$ cat config.mk
export PLATFORM = sky130hd
export DESIGN_NAME = fir_dsp_tap
export DESIGN_NICKNAME = d
export VERILOG_FILES = /design/src/source/fir_dsp_pkg.sv /design/src/source/fir_dsp_cfg_regs.sv /design/src/source/fir_dsp_preadd.sv /design/src/source/fir_dsp_mult_acc.sv /design/src/source/fir_dsp_tap.sv
export SDC_FILE = /design/constraint.sdc
export NUM_CORES = 2
export LEC_CHECK = 0
export ABC_AREA = 1
export BUFFER_PORTS_ARGS = -buffer_cell sky130_fd_sc_hd__buf_2
export CORE_AREA = 2 2 390 392
export DETAILED_ROUTE_END_ITERATION = 16
export DIE_AREA = 0 0 392 394
export REMOVE_ABC_BUFFERS = 1
export SKIP_CTS_REPAIR_TIMING = 1
export SLEW_MARGIN = 15
export SYNTH_ARGS = -nofsm -noshare
export SYNTH_HDL_FRONTEND = slang
export SYNTH_SLANG_ARGS = --single-unit
$ cat constraint.sdc
create_clock -name clk_i -period 10.1 [get_ports clk_i]
set_input_delay 3.03 -clock clk_i [delete_from_list [all_inputs] [get_ports clk_i]]
set_output_delay 3.03 -clock clk_i [all_outputs]
set_load 0.02 [all_outputs]
$ cat src/source/fir_dsp_pkg.sv
`default_nettype none

package fir_dsp_pkg;

    // Datapath widths
    localparam int A_W    = 26;
    localparam int D_W    = 26;
    localparam int B_W    = 18;
    localparam int PRE_W  = 27;
    localparam int PROD_W = 45;
    localparam int P_W    = 48;

    // AXI4-Lite widths
    localparam int AXI_AW = 4;
    localparam int AXI_DW = 32;

    // Register map
    localparam logic [AXI_AW-1:0] ADDR_CTRL        = 4'h0;
    localparam logic [AXI_AW-1:0] ADDR_COEF_STAGE  = 4'h4;
    localparam logic [AXI_AW-1:0] ADDR_UPDATE      = 4'h8;
    localparam logic [AXI_AW-1:0] ADDR_COEF_ACTIVE = 4'hC;

    // D+A with C added after reset
    localparam logic [AXI_DW-1:0] CTRL_RESET = 32'h0000_000A;

    localparam logic [1:0] RESP_OKAY   = 2'b00;
    localparam logic [1:0] RESP_SLVERR = 2'b10;

    typedef struct packed {
        logic add_pcin;
        logic use_c;
        logic subtract_c;
        logic use_d;
        logic subtract_a;
    } dsp_mode_t;

    // Host sees the whole word, datapath sees the mode bits
    typedef union packed {
        logic [AXI_DW-1:0] raw;
        struct packed {
            logic [AXI_DW-6:0] reserved;
            dsp_mode_t         mode;
        } fields;
    } dsp_ctrl_u;

    typedef struct packed {
        dsp_mode_t              mode;
        logic signed [B_W-1:0]  coef;
    } dsp_cfg_t;

    typedef struct packed {
        logic                   valid;
        logic signed [A_W-1:0]  a;
        logic signed [D_W-1:0]  d;
        logic [P_W-1:0]         c;
    } tap_in_t;

    typedef struct packed {
        logic                   valid;
        logic [P_W-1:0]         p;
    } tap_out_t;

    typedef struct packed {
        logic                   valid;
        logic signed [PRE_W-1:0] pre;
        logic [P_W-1:0]         c;
    } pre_stage_t;

    typedef struct packed {
        logic               awvalid;
        logic [AXI_AW-1:0]  awaddr;
        logic               wvalid;
        logic [AXI_DW-1:0]  wdata;
        logic               bready;
        logic               arvalid;
        logic [AXI_AW-1:0]  araddr;
        logic               rready;
    } axil_req_t;

    typedef struct packed {
        logic               awready;
        logic               wready;
        logic               bvalid;
        logic [1:0]         bresp;
        logic               arready;
        logic               rvalid;
        logic [AXI_DW-1:0]  rdata;
        logic [1:0]         rresp;
    } axil_rsp_t;

endpackage

`default_nettype wire

$ cat src/source/fir_dsp_cfg_regs.sv
`timescale 1ns/100ps
`default_nettype none

module fir_dsp_cfg_regs (
    input  wire                      clk_i,
    input  wire                      rst_n_i,
    input  fir_dsp_pkg::axil_req_t   axil_req_i,
    output fir_dsp_pkg::axil_rsp_t   axil_rsp_o,
    output fir_dsp_pkg::dsp_cfg_t    cfg_o
);

    fir_dsp_pkg::dsp_ctrl_u                 ctrl_q;
    logic signed [fir_dsp_pkg::B_W-1:0]     coef_stage_q;
    logic signed [fir_dsp_pkg::B_W-1:0]     coef_active_q;

    logic                                   bvalid_q;
    logic [1:0]                             bresp_q;
    logic                                   rvalid_q;
    logic [1:0]                             rresp_q;
    logic [fir_dsp_pkg::AXI_DW-1:0]         rdata_q;

    logic                                   wr_accept;
    logic                                   rd_accept;
    logic                                   wr_ok;
    logic                                   rd_ok;
    logic [fir_dsp_pkg::AXI_DW-1:0]         rd_data;

    // Address and data must arrive together, one write outstanding
    assign wr_accept = axil_req_i.awvalid & axil_req_i.wvalid & ~bvalid_q;
    assign rd_accept = axil_req_i.arvalid & ~rvalid_q;

    // Active coefficient is read-only
    always_comb begin
        case (axil_req_i.awaddr)
            fir_dsp_pkg::ADDR_CTRL,
            fir_dsp_pkg::ADDR_COEF_STAGE,
            fir_dsp_pkg::ADDR_UPDATE: wr_ok = 1'b1;
            default:                  wr_ok = 1'b0;
        endcase
    end

    always_comb begin
        rd_ok   = 1'b1;
        rd_data = '0;
        case (axil_req_i.araddr)
            fir_dsp_pkg::ADDR_CTRL:        rd_data = ctrl_q.raw;
            fir_dsp_pkg::ADDR_COEF_STAGE:  rd_data = 32'(coef_stage_q);
            fir_dsp_pkg::ADDR_UPDATE:      rd_data = '0;
            fir_dsp_pkg::ADDR_COEF_ACTIVE: rd_data = 32'(coef_active_q);
            default:                       rd_ok   = 1'b0;
        endcase
    end

    // Write side and coefficient load/update
    always_ff @(posedge clk_i or negedge rst_n_i) begin
        if (!rst_n_i) begin
            ctrl_q.raw    <= fir_dsp_pkg::CTRL_RESET;
            coef_stage_q  <= '0;
            coef_active_q <= '0;
            bvalid_q      <= 1'b0;
            bresp_q       <= fir_dsp_pkg::RESP_OKAY;
        end else begin
            if (wr_accept) begin
                bvalid_q <= 1'b1;
                bresp_q  <= wr_ok ? fir_dsp_pkg::RESP_OKAY : fir_dsp_pkg::RESP_SLVERR;
                case (axil_req_i.awaddr)
                    fir_dsp_pkg::ADDR_CTRL: begin
                        ctrl_q.raw <= axil_req_i.wdata;
                    end
                    fir_dsp_pkg::ADDR_COEF_STAGE: begin
                        coef_stage_q <= axil_req_i.wdata[fir_dsp_pkg::B_W-1:0];
                    end
                    // Update strobe, data is ignored
                    fir_dsp_pkg::ADDR_UPDATE: begin
                        coef_active_q <= coef_stage_q;
                    end
                    default: begin
                    end
                endcase
            end else if (axil_req_i.bready) begin
                bvalid_q <= 1'b0;
            end
        end
    end

    // Read response state
    always_ff @(posedge clk_i or negedge rst_n_i) begin
        if (!rst_n_i) begin
            rvalid_q <= 1'b0;
            rresp_q  <= fir_dsp_pkg::RESP_OKAY;
        end else if (rd_accept) begin
            rvalid_q <= 1'b1;
            rresp_q  <= rd_ok ? fir_dsp_pkg::RESP_OKAY : fir_dsp_pkg::RESP_SLVERR;
        end else if (axil_req_i.rready) begin
            rvalid_q <= 1'b0;
        end
    end

    always_ff @(posedge clk_i) begin
        if (rd_accept) begin
            rdata_q <= rd_data;
        end
    end

    assign axil_rsp_o.awready = wr_accept;
    assign axil_rsp_o.wready  = wr_accept;
    assign axil_rsp_o.bvalid  = bvalid_q;
    assign axil_rsp_o.bresp   = bresp_q;
    assign axil_rsp_o.arready = rd_accept;
    assign axil_rsp_o.rvalid  = rvalid_q;
    assign axil_rsp_o.rdata   = rdata_q;
    assign axil_rsp_o.rresp   = rresp_q;

    assign cfg_o.mode = ctrl_q.fields.mode;
    assign cfg_o.coef = coef_active_q;

endmodule

`default_nettype wire

$ cat src/source/fir_dsp_preadd.sv
`timescale 1ns/100ps
`default_nettype none

module fir_dsp_preadd (
    input  wire                       clk_i,
    input  wire                       rst_n_i,
    input  fir_dsp_pkg::tap_in_t      in_i,
    input  fir_dsp_pkg::dsp_cfg_t     cfg_i,
    output fir_dsp_pkg::pre_stage_t   pre_o
);

    logic                                valid_q;
    fir_dsp_pkg::tap_in_t                in_q;
    logic signed [fir_dsp_pkg::PRE_W-1:0] a_ext;
    logic signed [fir_dsp_pkg::PRE_W-1:0] d_ext;

    always_ff @(posedge clk_i or negedge rst_n_i) begin
        if (!rst_n_i) begin
            valid_q <= 1'b0;
        end else begin
            valid_q <= in_i.valid;
        end
    end

    // Sample registers, only loaded with a valid item
    always_ff @(posedge clk_i) begin
        if (in_i.valid) begin
            in_q <= in_i;
        end
    end

    // One guard bit so D+A cannot overflow
    assign a_ext = {in_q.a[fir_dsp_pkg::A_W-1], in_q.a};

    // Without D the pre-adder passes +A or -A
    assign d_ext = cfg_i.mode.use_d ? {in_q.d[fir_dsp_pkg::D_W-1], in_q.d} : '0;

    always_comb begin
        pre_o.valid = valid_q;
        pre_o.c     = in_q.c;
        if (cfg_i.mode.subtract_a) begin
            pre_o.pre = d_ext - a_ext;
        end else begin
            pre_o.pre = d_ext + a_ext;
        end
    end

endmodule

`default_nettype wire

$ cat src/source/fir_dsp_mult_acc.sv
`timescale 1ns/100ps
`default_nettype none

module fir_dsp_mult_acc (
    input  wire                           clk_i,
    input  wire                           rst_n_i,
    input  fir_dsp_pkg::pre_stage_t       pre_i,
    input  fir_dsp_pkg::dsp_cfg_t         cfg_i,
    input  wire [fir_dsp_pkg::P_W-1:0]    pcin_i,
    output fir_dsp_pkg::tap_out_t         p_o
);

    logic                                    valid_m_q;
    logic signed [fir_dsp_pkg::PROD_W-1:0]   prod_q;
    logic [fir_dsp_pkg::P_W-1:0]             c_m_q;
    logic                                    valid_p_q;
    logic [fir_dsp_pkg::P_W-1:0]             p_q;

    logic [fir_dsp_pkg::P_W-1:0]             prod_ext;
    logic [fir_dsp_pkg::P_W-1:0]             c_term;
    logic [fir_dsp_pkg::P_W-1:0]             pcin_term;
    logic                                    carry_in;

    always_ff @(posedge clk_i or negedge rst_n_i) begin
        if (!rst_n_i) begin
            valid_m_q <= 1'b0;
            valid_p_q <= 1'b0;
        end else begin
            valid_m_q <= pre_i.valid;
            valid_p_q <= valid_m_q;
        end
    end

    // Product register, C delayed alongside
    always_ff @(posedge clk_i) begin
        if (pre_i.valid) begin
            prod_q <= $signed(pre_i.pre) * $signed(cfg_i.coef);
            c_m_q  <= pre_i.c;
        end
    end

    assign prod_ext = {{(fir_dsp_pkg::P_W - fir_dsp_pkg::PROD_W){prod_q[fir_dsp_pkg::PROD_W-1]}},
                       prod_q};

    // Subtracting C is the inverted word plus a carry of one
    assign c_term    = cfg_i.mode.use_c ? (cfg_i.mode.subtract_c ? ~c_m_q : c_m_q) : '0;
    assign carry_in  = cfg_i.mode.use_c & cfg_i.mode.subtract_c;
    assign pcin_term = cfg_i.mode.add_pcin ? pcin_i : '0;

    always_ff @(posedge clk_i) begin
        if (valid_m_q) begin
            p_q <= prod_ext + c_term + pcin_term + {{(fir_dsp_pkg::P_W-1){1'b0}}, carry_in};
        end
    end

    assign p_o.valid = valid_p_q;
    assign p_o.p     = p_q;

endmodule

`default_nettype wire

$ cat src/source/fir_dsp_tap.sv
`timescale 1ns/100ps
`default_nettype none

module fir_dsp_tap (
    input  wire                           clk_i,
    input  wire                           rst_n_i,
    input  fir_dsp_pkg::axil_req_t        axil_req_i,
    output fir_dsp_pkg::axil_rsp_t        axil_rsp_o,
    input  fir_dsp_pkg::tap_in_t          in_i,
    input  wire [fir_dsp_pkg::P_W-1:0]    pcin_i,
    output fir_dsp_pkg::tap_out_t         p_o
);

    fir_dsp_pkg::dsp_cfg_t     cfg;
    fir_dsp_pkg::pre_stage_t   pre_stage;

    // Mode word and coefficients
    fir_dsp_cfg_regs u_cfg_regs (
        .clk_i      (clk_i),
        .rst_n_i    (rst_n_i),
        .axil_req_i (axil_req_i),
        .axil_rsp_o (axil_rsp_o),
        .cfg_o      (cfg)
    );

    // Input registers and pre-adder
    fir_dsp_preadd u_preadd (
        .clk_i   (clk_i),
        .rst_n_i (rst_n_i),
        .in_i    (in_i),
        .cfg_i   (cfg),
        .pre_o   (pre_stage)
    );

    // Multiplier, post-adder and P register, P doubles as cascade out
    fir_dsp_mult_acc u_mult_acc (
        .clk_i   (clk_i),
        .rst_n_i (rst_n_i),
        .pre_i   (pre_stage),
        .cfg_i   (cfg),
        .pcin_i  (pcin_i),
        .p_o     (p_o)
    );

endmodule

`default_nettype wire

; ---- After elaboration in Yosys (flattened, before gate mapping)
; Cells that the tools add are included.
; W data, S select, Z words.
[op_classes]
mux = 14
addsub = 5
bitwise_logic = 7
n_div = 0
n_mul = 1
shift = 0
eq_ne = 5
n_reduce_logical = 9
n_lt_le_gt_ge = 0
[ops]
columns = cell, n
row1 = $mux W48, 3
row2 = $add A48 B48 Y48, 2
row3 = $pmux W32 S3, 1
row4 = $mux W27, 2
row5 = $add A48 B1 Y48, 1
row6 = $not A48 Y48, 1
row7 = $mul A27 B18 Y45, 1
row8 = $add A27 B26 Y27, 1
row9 = $sub A27 B26 Y27, 1
row10 = $eq A4 B4 Y1 const B, 3
row11 = $eq A4 B3 Y1 const B, 2
row12 = $logic_not A4 Y1, 2
row13 = $mux W1, 6
row14 = $reduce_and A2 Y1, 3
row15 = $and A1 B1 Y1, 4
row16 = $mux W2, 2
row17 = $reduce_bool A2 Y1, 2
row18 = $reduce_or A4 Y1, 1
row19 = $reduce_or A3 Y1, 1
row20 = $not A1 Y1, 2
[totals]
rom_bits = 0
latch_bits = 0
ram_bits = 0
register_bits = 350
memories = 0

; ---- Logic depth before layout (Yosys ltp)
[depth]
depth_word = 6
mapped_depth = 45

; ---- By module
; A second synthesis with hierarchy kept.
[unflattened]
cells_unflattened = 5070
hier_area_um2 = 40062.2
[modules_own_cells]
columns = module, area_each_um2, seq_area_each_um2, cells_each, instances
row1 = fir_dsp_mult_acc, 29193.0, 4284.1, 3838, 1
row2 = fir_dsp_preadd, 6288.5, 3027.9, 745, 1
row3 = fir_dsp_cfg_regs, 4580.6, 2765.2, 487, 1

; ---- Least setup slack after synthesis
; OpenSTA, ideal clock, no wires.
[synth_timing]
path_kind = register to register
startpoint = register u_preadd.in_q, in the netlist u_preadd.a_ext[0]
endpoint = register u_mult_acc.prod_q[34] (netlist bit) (data pin)
path_stages_with_launch = 40
path_buffers = 0
arrival_time_ns = 7.493
path_slack_ns = 2.348
synth_period_minus_slack_ns = 7.752
required_time_ns = 9.841
cell_sequence = edfxtp_1 inv_1 ha_1 nand2_1 nor2_1 nand3_1 nor2_2 nand3_1 o21ai_0 xor2_1 ha_1 nand2_1 nor2_1 nand2_1 nor2_1 nand2_1 nand3_2 inv_2 [4 not listed] fa_1 inv_1 fa_1 ha_1 inv_1 fa_1 inv_1 fa_1 inv_1 fa_1 inv_1 ha_1 a21oi_1 a21boi_0 and2_1 a21boi_0 nand2_1 xor2_1
[synth_via]
elab_chain_len = 3
word_cells_on_any_way = 4
cone_classes = 2 x add/sub / 1 x mul / 1 x mux
[synth_lines]
columns = item, line_no
row1 = "start, declared", fir_dsp_preadd.sv:13  ; fir_dsp_pkg::tap_in_t in_q;
row2 = "start signal, assigned", fir_dsp_preadd.sv:28  ; in_q <= in_i;
row3 = $add A27 B26 Y27 / $sub A27 B26 Y27 (equally long branches), "fir_dsp_preadd.sv:44, fir_dsp_preadd.sv:42"
row4 = $mux W27 (*), fir_dsp_preadd.sv:41  ; if (cfg_i.mode.subtract_a) begin
row5 = $mul A27 B18 Y45 (*), fir_dsp_mult_acc.sv:37  ; prod_q <= $signed(pre_i.pre) * $signed(cfg_i.coef);
row6 = "end signal, assigned", fir_dsp_mult_acc.sv:37
row7 = "end, declared", fir_dsp_mult_acc.sv:14  ; logic signed [fir_dsp_pkg::PROD_W-1:0] prod_q;
; Every way passes the cells marked *; elsewhere a longest branch is shown, timed or not.
; A chain may end at the register's enable or synchronous reset.

; ---- Worst setup path after layout
[layout_timing]
startpoint = register u_preadd.in_q, in the netlist u_preadd.a_ext[0]
endpoint = register u_mult_acc.prod_q[37] (netlist bit) (data pin)
; Same word-level chain as after synthesis.

==> results.py <==
metrics = {
    "timing": {
        "hold_viol_final": 0,
        "skew_ps": 55.8,
        "finalCriticalPeriod_ps": 9380,
        "setup_violations": 0,
        "finalCritPeriodShare_pct": 92.9,
        "slew_violations": 0,
        "rsz0062_at_grt": "false",
        "worst_slew_pin_slew_ps": 977,
        "fmax_mhz": 107,
        "fin_setup_tns_ps": 0,
        "maxSlewHeadroom_pct": 34.9,
    },
    "clock_network": {
        "clk_latency_ps": 630,
        "cts_tree": "yes",
        "htreeDepth": 2,
        "root_buffer": "clkbuf_16",
        "cts_num_sinks": 348,
        "cts_buffers": 42,
        "clk_pin_slew_ps": 90,
        "clockBufferDepth": 3,
    },
    "grt": {
        "grt_overflow": 0,
        "grt_pass1_wl_mm": 181,
        "grt_max_degree": 56,
        "grt_antenna_before_repair": 11,
        "track_usage_pct": 15.3,
        "grt_pass1_vias": 30700,
    },
    "placed_design": {
        "gp_congestion": 0.993,
        "hpwl_mm": 99.0,
        "portBuffers": 283,
    },
    "setup_path": {
        "path_buf_inv": 8,
        "worstPathArrival_ps": 9710,
        "crit_family": "adder cells",
        "cpPeakStageDelay_ps": 540,
        "crit_top_cell": "inv_1",
        "worstSetupPathType": "flop to flop",
        "worstSetupEndpointType": "flop",
        "worstPathRequired_ps": 10440,
        "critPathLaunchType": "flop",
        "critical-path-slowest-cell": "xor2_4",
        "critPathMaxFanout": 13,
    },
    "routing": {
        "first_iter_violations": 2189,
        "firstDrtPassIters": 5,
        "ant_nets": 0,
        "wl_per_cell_um": 17.8,
        "drcViolationCount": 0,
        "routed_via_density": 4.41,
        "vias": 29500,
        "finalWirelength_mm": 119,
    },
    "run_status": {
        "outcome": "completed",
    },
    "yosys": {
        "avgSynthCellArea_um2": 8.57,
        "yosys.area.top_type": "fa_1",
        "yosysSeqAreaShare_pct": 27.0,
        "syn_inst": 4354,
        "synth_edf_count": 273,
        "async_flop_share_pct": 21.6,
        "synth-seq-cells": 348,
        "ys_types": 57,
        "synth_top_flop_cell": "edfxtp_1",
        "synth_area_leaders": "fa_1 28%, edfxtp_1 22%, inv_1 10%, nand2_1 8.1%, ha_1 6.2%",
        "post-synth-top-area-fraction_pct": 28.0,
        "ys_warn_count": 0,
        "synth_area_um2": 37300,
    },
    "finish": {
        "final_cell_mix": "992 x inv_1, 810 x nand2_1, 522 x fa_1, 487 x nor2_1, 281 x buf_2",
        "fillCellCount": 16300,
        "drive_above_1_share_pct": 10.4,
        "ff_latch_area_um2": 10100,
        "nets": 5519,
        "diodes": 0,
        "areaGrowthSynthToFinish_pct": 14.2,
        "multi_input_area_um2": 23000,
        "mostFrequentLayoutCell": "inv_1",
    },
    "floorplanning": {
        "pin_count": 286,
        "die_h_um": 394,
        "initial_utilization_pct": 24.8,
        "die_area_um2": 154000,
        "num_rows": 143,
        "die_w_um": 392,
        "core_area_um2": 151000,
    },
    "worst_hold_path": {
        "hold_class": "flop to flop",
    },
    "job": {
        "drv_cap": 0,
    },
}
## layer usage
metal / part of all wire, % / global-route usage (%) / vias up
met4: 2.8 / 4.03 / 6
met1: 44 / 20.9 / 14300
met2: 46 / 25.1 / 1129
met3: 7.3 / 2.61 / 176
li1: - / - / 13800
met5: 0.029 / 0 / -
## Yosys cell counts, drive strengths merged (4+ instances only)
cell / instances
nor2: 510
dfrtp: 73
o21bai: 16
xor2: 76
inv: 1010
nor3: 31
o21ai: 217
clkbuf: 80
buf: 32
a21boi: 7
ha: 185
o21a: 4
o211ai: 8
a31oi: 15
or2: 14
a21o: 12
nand2: 822
a21oi: 209
clkinv: 7
o221ai: 17
nand3: 128
fa: 522
nand4: 31
xnor2: 35
edfxtp: 273
## worst register-to-register path, delay by kind of cell, from the launching register on
family / cells / cell delay (ps)
AOI/OAI and AO/OA: 4 / 1260
xor gates and xnor gates: 2 / 690
adders and majority gates: 9 / 3900
buffers and inverters: 8 / 690
DFF: 1 / 420
and+or+nand+nor: 14 / 2120
## state kept, by name, indices dropped and copies added, names as in the netlist
| register | flops |
|---|---|
| u_mult_acc.c_m_q | 48 |
| u_mult_acc.p_q | 48 |
| u_preadd.pre_o | 48 |
| u_mult_acc.prod_q | 45 |
| u_cfg_regs.ctrl_q | 32 |
| u_cfg_regs.rdata_q | 32 |
| u_preadd.a_ext | 26 |
| u_preadd.in_q | 26 |
| u_cfg_regs.coef_active_q | 18 |
| u_cfg_regs.coef_stage_q | 18 |
| u_cfg_regs.bresp_q | 1 |
| u_cfg_regs.bvalid_q | 1 |
| u_cfg_regs.rresp_q | 1 |
| u_cfg_regs.rvalid_q | 1 |
| u_mult_acc.valid_m_q | 1 |
| u_mult_acc.valid_p_q | 1 |
| u_preadd.valid_q | 1 |
## metrics by stage
stage	hold WS (ps)	cells	setup WS [ps]	util [%]	cell area [um2]
after floorplan	400	4243	2350	-	36900
after global placement	384	6597	407	27.3	41100
after detailed placement	377	6597	320	27.3	41100
after CTS	392	6675	233	28.2	42500
after global routing	406	6680	163	28.3	42600
final	388	6680	721	28.3	42600
## kinds of logic (layout without fill, tap and decap cells)
kind of cell,Yosys count,in the layout,synth area share (%)
AOI/OAI and AO/OA,509,509,7.42
other,1,2,0.0100
xor gates and xnor gates,111,111,2.82
adders and majority gates,707,707,34.2
and+or+nand+nor,1549,1549,17.1
buffers and inverters,1129,1424,11.5
DFF,348,348,27.0
## final timing paths
| check | start | cells past startpoint | to | slack [ps] |
|---|---|---|---|---|
| min in group asynchronous | rst_n_i | 1 | u_cfg_regs.ctrl_q[20] | 2460 |
| max in group asynchronous | rst_n_i | 2 | u_cfg_regs.ctrl_q[2] | 6550 |
| setup reg to reg | u_preadd.a_ext[0] | 37 | u_mult_acc.prod_q[37] | 720 |
| hold / removal | u_mult_acc.valid_m_q | 0 | u_mult_acc.valid_p_q | 390 |
| hold reg to reg | u_mult_acc.valid_m_q | 0 | u_mult_acc.valid_p_q | 390 |
| setup / recovery | u_preadd.a_ext[0] | 37 | u_mult_acc.prod_q[37] | 720 |
## final cells by class
type	instances	area share, %
clock inverters	25	0.643
clock buffers	53	2.63
multi-input cells	2878	53.9
repair buffers	329	4.17
inverters	1017	8.98
flip-flops and latches	348	23.7
well taps	2030	5.96
Power is left out: the tool's default activity adds up to more than one toggle a clock period on the data nets, which glitch-free logic cannot reach.
